<file path="src/fetch_params.svh">
// fetch front end constants
// reset pc, memory geometry, interrupt vector and the opcodes the injector uses
`ifndef FETCH_PARAMS_SVH
`define FETCH_PARAMS_SVH

// first pc after reset, also the base of instruction memory
`define FETCH_RESET_PC 32'h0600_2000

// instruction memory geometry in 32-bit words
`define IMEM_DEPTH 256
`define IMEM_AW 8

// interrupt handler entry
`define INT_VECTOR (`FETCH_RESET_PC + 32'h0000_0200)
// number of save words fed in before the handler
`define INT_SEQ_LEN 3

// opcodes, top 5 bits of the word
`define OP_SAVE 5'b10100
`define OP_RTI 5'b11010
`define OP_NOP 5'b01111

`endif

</file>
<file path="src/fetch_pkg.sv">
// fetch front end types
// instruction word views, the packet to decode and the side-band structs
`default_nettype none
`include "fetch_params.svh"

package fetch_pkg;

	// field view of an instruction word
	typedef struct packed {
		logic [4:0]  opcode;
		logic [26:0] payload;
	} instr_fields_t;

	// fetch moves the raw word, the injector builds and matches fields
	typedef union packed {
		logic [31:0]   raw;
		instr_fields_t f;
	} instr_u;

	// packet handed to decode
	typedef struct packed {
		logic [31:0] pc;
		instr_u      instr;
		// word came from the injector, not from memory
		logic        injected;
	} fetch_pkt_t;

	// redirect pulse from execute
	typedef struct packed {
		logic        valid;
		logic [31:0] pc;
	} redirect_t;

	// injector to fetch
	typedef struct packed {
		logic        inject;
		instr_u      word;
		logic        jump;
		// jump target, or pc tagged on injected words
		logic [31:0] jump_pc;
	} inj_ctrl_t;

	// memory load port
	typedef struct packed {
		logic                en;
		logic [`IMEM_AW-1:0] addr;
		logic [31:0]         data;
	} imem_wr_t;

endpackage

`default_nettype wire

</file>
<file path="src/int_inject.sv">
// interrupt injector
// on a request saves the resume pc, feeds save words into fetch, jumps to
// the handler vector and jumps back to the saved pc on return-from-interrupt
`timescale 1ns/100ps
`default_nettype none
`include "fetch_params.svh"

module int_inject (
	input  wire                         clk,
	input  wire                         rst_n,
	input  wire                         irq,
	output logic                        irq_ack,
	input  wire [31:0]                  resume_pc,
	input  wire fetch_pkg::fetch_pkt_t  acc_pkt,
	input  wire                         acc,
	output fetch_pkg::inj_ctrl_t        ctrl
);

	// states
	localparam logic [1:0] S_IDLE    = 2'd0;
	localparam logic [1:0] S_INJECT  = 2'd1;
	localparam logic [1:0] S_HANDLER = 2'd2;
	localparam logic [1:0] S_RETURN  = 2'd3;

	// save word counter width
	localparam int CW = $clog2(`INT_SEQ_LEN + 1);

	logic [1:0]    state;
	logic [CW-1:0] cnt;
	logic [31:0]   saved_pc;
	logic          take;
	logic          save_acc;
	logic          last_save;
	logic          rti_acc;

	// request only taken when idle
	assign take = (state == S_IDLE) && irq;

	// decode of accepted packets at the fetch boundary
	// memory packets still draining do not count as save words
	assign save_acc  = acc && acc_pkt.injected;
	assign last_save = save_acc && (cnt == CW'(`INT_SEQ_LEN - 1));
	assign rti_acc   = acc && !acc_pkt.injected && (acc_pkt.instr.f.opcode == `OP_RTI);

	always_ff @(posedge clk or negedge rst_n) begin
		if (!rst_n) begin
			state   <= S_IDLE;
			cnt     <= '0;
			irq_ack <= 1'b0;
		end else begin
			irq_ack <= take;
			case (state)
				S_IDLE: begin
					if (take) begin
						state <= S_INJECT;
					end
				end
				S_INJECT: begin
					// one step per transferred save word
					if (last_save) begin
						state <= S_HANDLER;
						cnt   <= '0;
					end else if (save_acc) begin
						cnt <= cnt + 1'b1;
					end
				end
				S_HANDLER: begin
					if (rti_acc) begin
						state <= S_RETURN;
					end
				end
				default: begin
					// pc reloads from saved_pc this cycle
					state <= S_IDLE;
				end
			endcase
		end
	end

	// resume point, sampled as the request is taken
	always_ff @(posedge clk) begin
		if (take) begin
			saved_pc <= resume_pc;
		end
	end

	// outputs to fetch
	// inject drops in the cycle the last save word leaves,
	// so fetch never loads a spare save word before the jump
	// a word loaded while a save word leaves is the one after it
	always_comb begin
		ctrl                = '0;
		ctrl.inject         = take || ((state == S_INJECT) && !last_save);
		ctrl.word.f.opcode  = `OP_SAVE;
		ctrl.word.f.payload = 27'(cnt) + 27'(save_acc);
		ctrl.jump           = ((state == S_INJECT) && last_save) ||
		                      ((state == S_HANDLER) && rti_acc);
		if ((state == S_INJECT) && last_save) begin
			ctrl.jump_pc = `INT_VECTOR;
		end else if (take) begin
			// saved_pc not loaded yet on the first save word
			ctrl.jump_pc = resume_pc;
		end else begin
			ctrl.jump_pc = saved_pc;
		end
	end

	// a jump never overlaps injection and is never followed by a save word
	a_jump_no_inject : assert property (
		@(posedge clk) disable iff (!rst_n)
		ctrl.jump |-> !ctrl.inject ##1 !ctrl.inject
	);

endmodule

`default_nettype wire

</file>
<file path="config.mk">
export PLATFORM = sky130hd
export DESIGN_NAME = int_inject
export DESIGN_NICKNAME = d
export VERILOG_FILES = /design/src/fetch_pkg.sv /design/src/int_inject.sv
export VERILOG_INCLUDE_DIRS = /design/src
export SDC_FILE = /design/constraint.sdc
export NUM_CORES = 1
export LEC_CHECK = 0
export ABC_AREA = 1
export ABC_CLOCK_PERIOD_IN_PS = 1700
export BUFFER_PORTS_ARGS = -buffer_cell sky130_fd_sc_hd__buf_4
export CORE_ASPECT_RATIO = 0.7
export CORE_MARGIN = 2
export CORE_UTILIZATION = 39
export DETAILED_ROUTE_END_ITERATION = 10
export PLACE_DENSITY = 0.79
export RECOVER_POWER = 100
export SLEW_MARGIN = 0
export SYNTH_ARGS = -nofsm -noshare
export SYNTH_HDL_FRONTEND = slang
export SYNTH_SLANG_ARGS = --single-unit
</file>
<file path="constraint.sdc">
create_clock -name clk -period 1.7 [get_ports clk]
set_input_delay 0.085 -clock clk [delete_from_list [all_inputs] [get_ports clk]]
set_output_delay 0.085 -clock clk [all_outputs]
set_load 0.02 [all_outputs]
</file>
==> results <==
- The run finished, with violations left.
- The checks that failed: setup timing.
- The clock passes through at most 2 buffers.
- Wire segments on met2 add up to about 2.1 mm in the final route.
- Along the worst path, the maximum fanout reaches 17.
- The count of nets left with antenna violations once routing finished came out at 0.
- Including well taps, the total number of placed cells is 387.
- The wire length of the first global-routing pass is just under 7 mm.
- Setup repair after global routing could not meet its margin everywhere.
- For this design the top-level I/O count stands at roughly 170.
- The H-tree generated during clock tree synthesis spans 2 levels.
- The highest achievable clock rate is about 0.57 GHz.
- The critical path launch point type is a flop.
- The worst-skew pair later-pin latency is 0.28 ns.
- The kind of end point of the critical path is an output pin.
- The number of global-route vias before repair is ~1.5k.
- Global routing used 15.2% of the available tracks across all layers.
- The switching portion of total power is a little over two fifths.
- The ratio of routed vias to standard cells is between 4 and 5.
- The clock-pin slew reported for the worst setup and hold paths after clock tree synthesis is roughly 0.070 ns.
- The number of endpoints with negative hold slack in the final report came to 0.
- STA puts the critical path data required time at between 1.5 and 2 ns.
- The analysis attributes to cell leakage a power of approximately 1.5 nW.
- The average detailed-routed wire length per instance is around 11 um.
- The synthesized netlist contains 24 unique library cells.
- Cells fill about three fifths of the core in the end.
- The CTS tree is built.
- The number of synthesized register bits is 37.
- The post-synthesis area per instance is between 8 and 9 sq um.
- The tool flagged a number of max-cap violations equal to 0.
- The number of slew-limit violations in the final report is 0.
- The effective utilization at floorplan is 41.2%.
- The maximum cell stage delay along the critical path is between 0.4 and 0.5 ns.
- The clock root buffer master is sky130_fd_sc_hd__clkbuf_8.
- STA puts the critical path data arrival time at around 1.7 ns.
- Input and output buffers added on the ports amount to just under 80.
- The signal on the critical path passes through inv_2 > ha_4 > nand2_8 > inv_12 > or2_1 > o21ai_2 > nor2_1 > buf_4.
- The pin count of the biggest net entering global routing is 34.
- The total length of routed met3 wires is around 340 um.
- For this run, the number of Yosys warnings is 0.
- The internal portion of the total power is between 3 and 4 mW.
- In this run the cell area of the synthesized design comes to 2000 sq um.
- The number of DRC markers after the initial detailed-route iteration is 27.
- The floorplan has 21 rows.
- The uppermost metal layer occupied by signal nets is met4.
- In this run the power density over the cells is between 2000 and 2500 nW/um^2.
- The post-route netlist has a little over two fifths of its cells at a drive strength greater than 1.
- Before CTS, the worst setup slack after placement is around 0.064 ns.
- Summing the sequential cell areas from Yosys gives between 30% and 40% of the chip area.
- The die outline area is roughly 5700 sq um.
- The clock net in this run drives a total of 37 sinks.
- The area of the core is roughly 4900 sq um.
- The layout net count is 450.
- The minimum setup slack in the final design is -0.0548 ns.
- The worst setup skew after layout is between 0.007 and 0.008 ns.
- The routed layout has approximately 1.7k vias.
- The count of cells in the finished layout, fillers not included, comes to slightly above 400.
- The antenna diode count is 0.
- The initial antenna violation count was 0.
- The clock network accounts for a little over a tenth of the total power.
- After detailed routing, the total wire length is approximately 4.6 mm.
- The length of the first detailed-routing pass in iterations is 4.
- The overall power after layout is slightly below 6 mW.
- For this design, the slowest cell found on the critical path is sky130_fd_sc_hd__dfrtp_1.
- The post-synthesis cell count is roughly 250.
- In this run the horizontal extent of the chip is ~90 um.
- The detailed placement HPWL is a little under 3 mm.
- The wire length on met1 is 2.13 mm.
- The sequential share of power is about a quarter.
- The maximum VDD drop is approximately 1100 uV.
- Grouping stages by cell kind, the critical path spends the most delay in simple AND/OR/NAND/NOR gates.
- Summed over all nets, the switching power comes to between 2 and 2.5 mW.
- The final critical delay including setup and external delays is ~1.8 ns.
- The final worst hold slack is about 0.011 ns.
- The total grt overflow is 0.
- Combinational logic is responsible for 64.8% of the overall power.
- The final weighted congestion of routability-driven global placement is between 0.7 and 0.8.
- The count of unresolved DRC violations after routing is 0.
- In this run the vertical extent of the chip is roughly 64 um.
- The category of the most critical setup path is reg2out.
- The clock buffer count from CTS is 5.
- Setup violations remaining at the end of the flow were counted as 28.
- The area growth from synthesis to layout is 43.6%.
- The worst hold-check path type is in2reg.
- The final critical path takes up 103% of the cycle.
- The number of buffers and inverters on the critical path is 3.
-- repair_timing --
item / 4_1_cts / 5_1_grt
gates resized for setup: 23 / 14
gates cloned: 3 / 1
buffers inserted: 8 / 4
pin swaps: 2 / 4
setup endpoints to repair: 32 / 34
hold buffers: 2 / 0
endpoints found under the hold margin: 6 / 0
-- layout by cell type, fill, tap and decap left out, types with 4 or more instances in the layout --
master / netlist / layout
sky130_fd_sc_hd__ha_1: 6 / 4
sky130_fd_sc_hd__dfrtp_1: 5 / 5
sky130_fd_sc_hd__nand2_1: 26 / 24
sky130_fd_sc_hd__clkbuf_8: 0 / 6
sky130_fd_sc_hd__nor2_1: 30 / 29
sky130_fd_sc_hd__inv_1: 33 / 31
sky130_fd_sc_hd__a21oi_1: 5 / 5
sky130_fd_sc_hd__buf_4: 29 / 84
sky130_fd_sc_hd__inv_2: 2 / 4
sky130_fd_sc_hd__buf_6: 5 / 5
sky130_fd_sc_hd__conb_1: 2 / 29
sky130_fd_sc_hd__dfxtp_1: 32 / 32
sky130_fd_sc_hd__o21ai_2: 25 / 29
sky130_fd_sc_hd__nand3_1: 6 / 6
sky130_fd_sc_hd__or2_1: 25 / 25
sky130_fd_sc_hd__clkbuf_1: 0 / 4
-- cell usage after synthesis --
| master | n | area share [%] |
|---|---|---|
| sky130_fd_sc_hd__a21oi_1 | 5 | 1.2 |
| sky130_fd_sc_hd__o21ai_0 | 4 | 1.0 |
| sky130_fd_sc_hd__o21ai_2 | 25 | 11 |
| sky130_fd_sc_hd__or2_2 | 3 | 0.94 |
| sky130_fd_sc_hd__buf_6 | 5 | 2.8 |
| sky130_fd_sc_hd__nor2_1 | 30 | 5.6 |
| sky130_fd_sc_hd__nor2_2 | 1 | 0.31 |
| sky130_fd_sc_hd__dfrtp_1 | 5 | 6.3 |
| sky130_fd_sc_hd__dfxtp_1 | 32 | 32 |
| sky130_fd_sc_hd__buf_2 | 2 | 0.50 |
| sky130_fd_sc_hd__nand3_2 | 1 | 0.50 |
| sky130_fd_sc_hd__nand3_1 | 6 | 1.5 |
| sky130_fd_sc_hd__inv_2 | 2 | 0.38 |
| sky130_fd_sc_hd__inv_1 | 33 | 6.2 |
| sky130_fd_sc_hd__inv_4 | 2 | 0.62 |
| sky130_fd_sc_hd__nor3_1 | 1 | 0.25 |
| sky130_fd_sc_hd__buf_4 | 29 | 11 |
| sky130_fd_sc_hd__clkbuf_2 | 1 | 0.25 |
| sky130_fd_sc_hd__nand2_4 | 1 | 0.56 |
| sky130_fd_sc_hd__conb_1 | 2 | 0.38 |
| sky130_fd_sc_hd__or2_1 | 25 | 7.8 |
| sky130_fd_sc_hd__a21oi_2 | 1 | 0.44 |
| sky130_fd_sc_hd__nand2_1 | 26 | 4.9 |
| sky130_fd_sc_hd__ha_1 | 6 | 3.7 |
-- kinds of logic (layout without fill, tap and decap cells) --
logic type	after synthesis	in the layout	share of synthesized area, %
buffers and inverters	74	143	21.6
DFF	37	37	38.2
adders and majority gates	6	6	3.75
AOI/OAI and AO/OA	35	35	13.6
other	2	29	0.375
and+or+nand+nor	94	94	22.4
-- stage by stage --
step	instance area [sq um]	setup TNS [ns]
after global placement	2510	0
after global routing	2880	-3.12
after CTS	2780	-0.569
final	2880	-0.556
after floorplan	2100	0
after detailed placement	2510	0
-- per-layer routing --
| metal | global-route usage [%] | up-vias |
|---|---|---|
| met5 | 0 | - |
| met1 | 19.7 | 751 |
| met3 | 4.52 | 3 |
| met2 | 25.5 | 60 |
| met4 | 2.24 | 0 |
| li1 | - | 895 |
-- area by class of cell --
cell class	count	area, sq um
Fill cell	444	1990
Multi-Input combinational cell	164	976
Timing Repair Buffer	95	767
Sequential cell	37	766
Inverter	37	159
Clock buffer	8	90.1
Tap cell	69	86.3
Timing Repair inverter	3	31.3
-- power groups by stage --
stage                     Sequential, mW  Combinational [mW]  Clock [mW]
after floorplan                     1.42                2.23           0
after global placement              1.43                3.18           0
after CTS                           1.43                3.60       0.631
after detailed placement            1.45                3.24           0
after global routing                1.47                4.12       0.674
final                               1.43                3.77       0.611
-- registers in the layout, summed over array words and instances, names as in the netlist --
name      flops
saved_pc     32
irq_ack       1
cnt           2
state         2
-- worst paths after layout --
path,from,endpoint,slack [ns],cells after the start
max in group asynchronous,rst_n,irq_ack,1.28,2
worst min-delay path,resume_pc[17],saved_pc[17],0.01,3
worst max-delay path,state[0],ctrl[30],-0.05,8
worst min register to register,saved_pc[9],saved_pc[9],0.46,2
worst max register to register,state[0],saved_pc[31],0.06,11
min in group asynchronous,rst_n,cnt[1],0.19,2
-- tightest hold or removal path: stages --
cell	delay [ns]
sky130_fd_sc_hd__buf_4	0.08
sky130_fd_sc_hd__o21ai_2	0.05
sky130_fd_sc_hd__inv_1	0.04
Power figures use the tool's default switching activity.
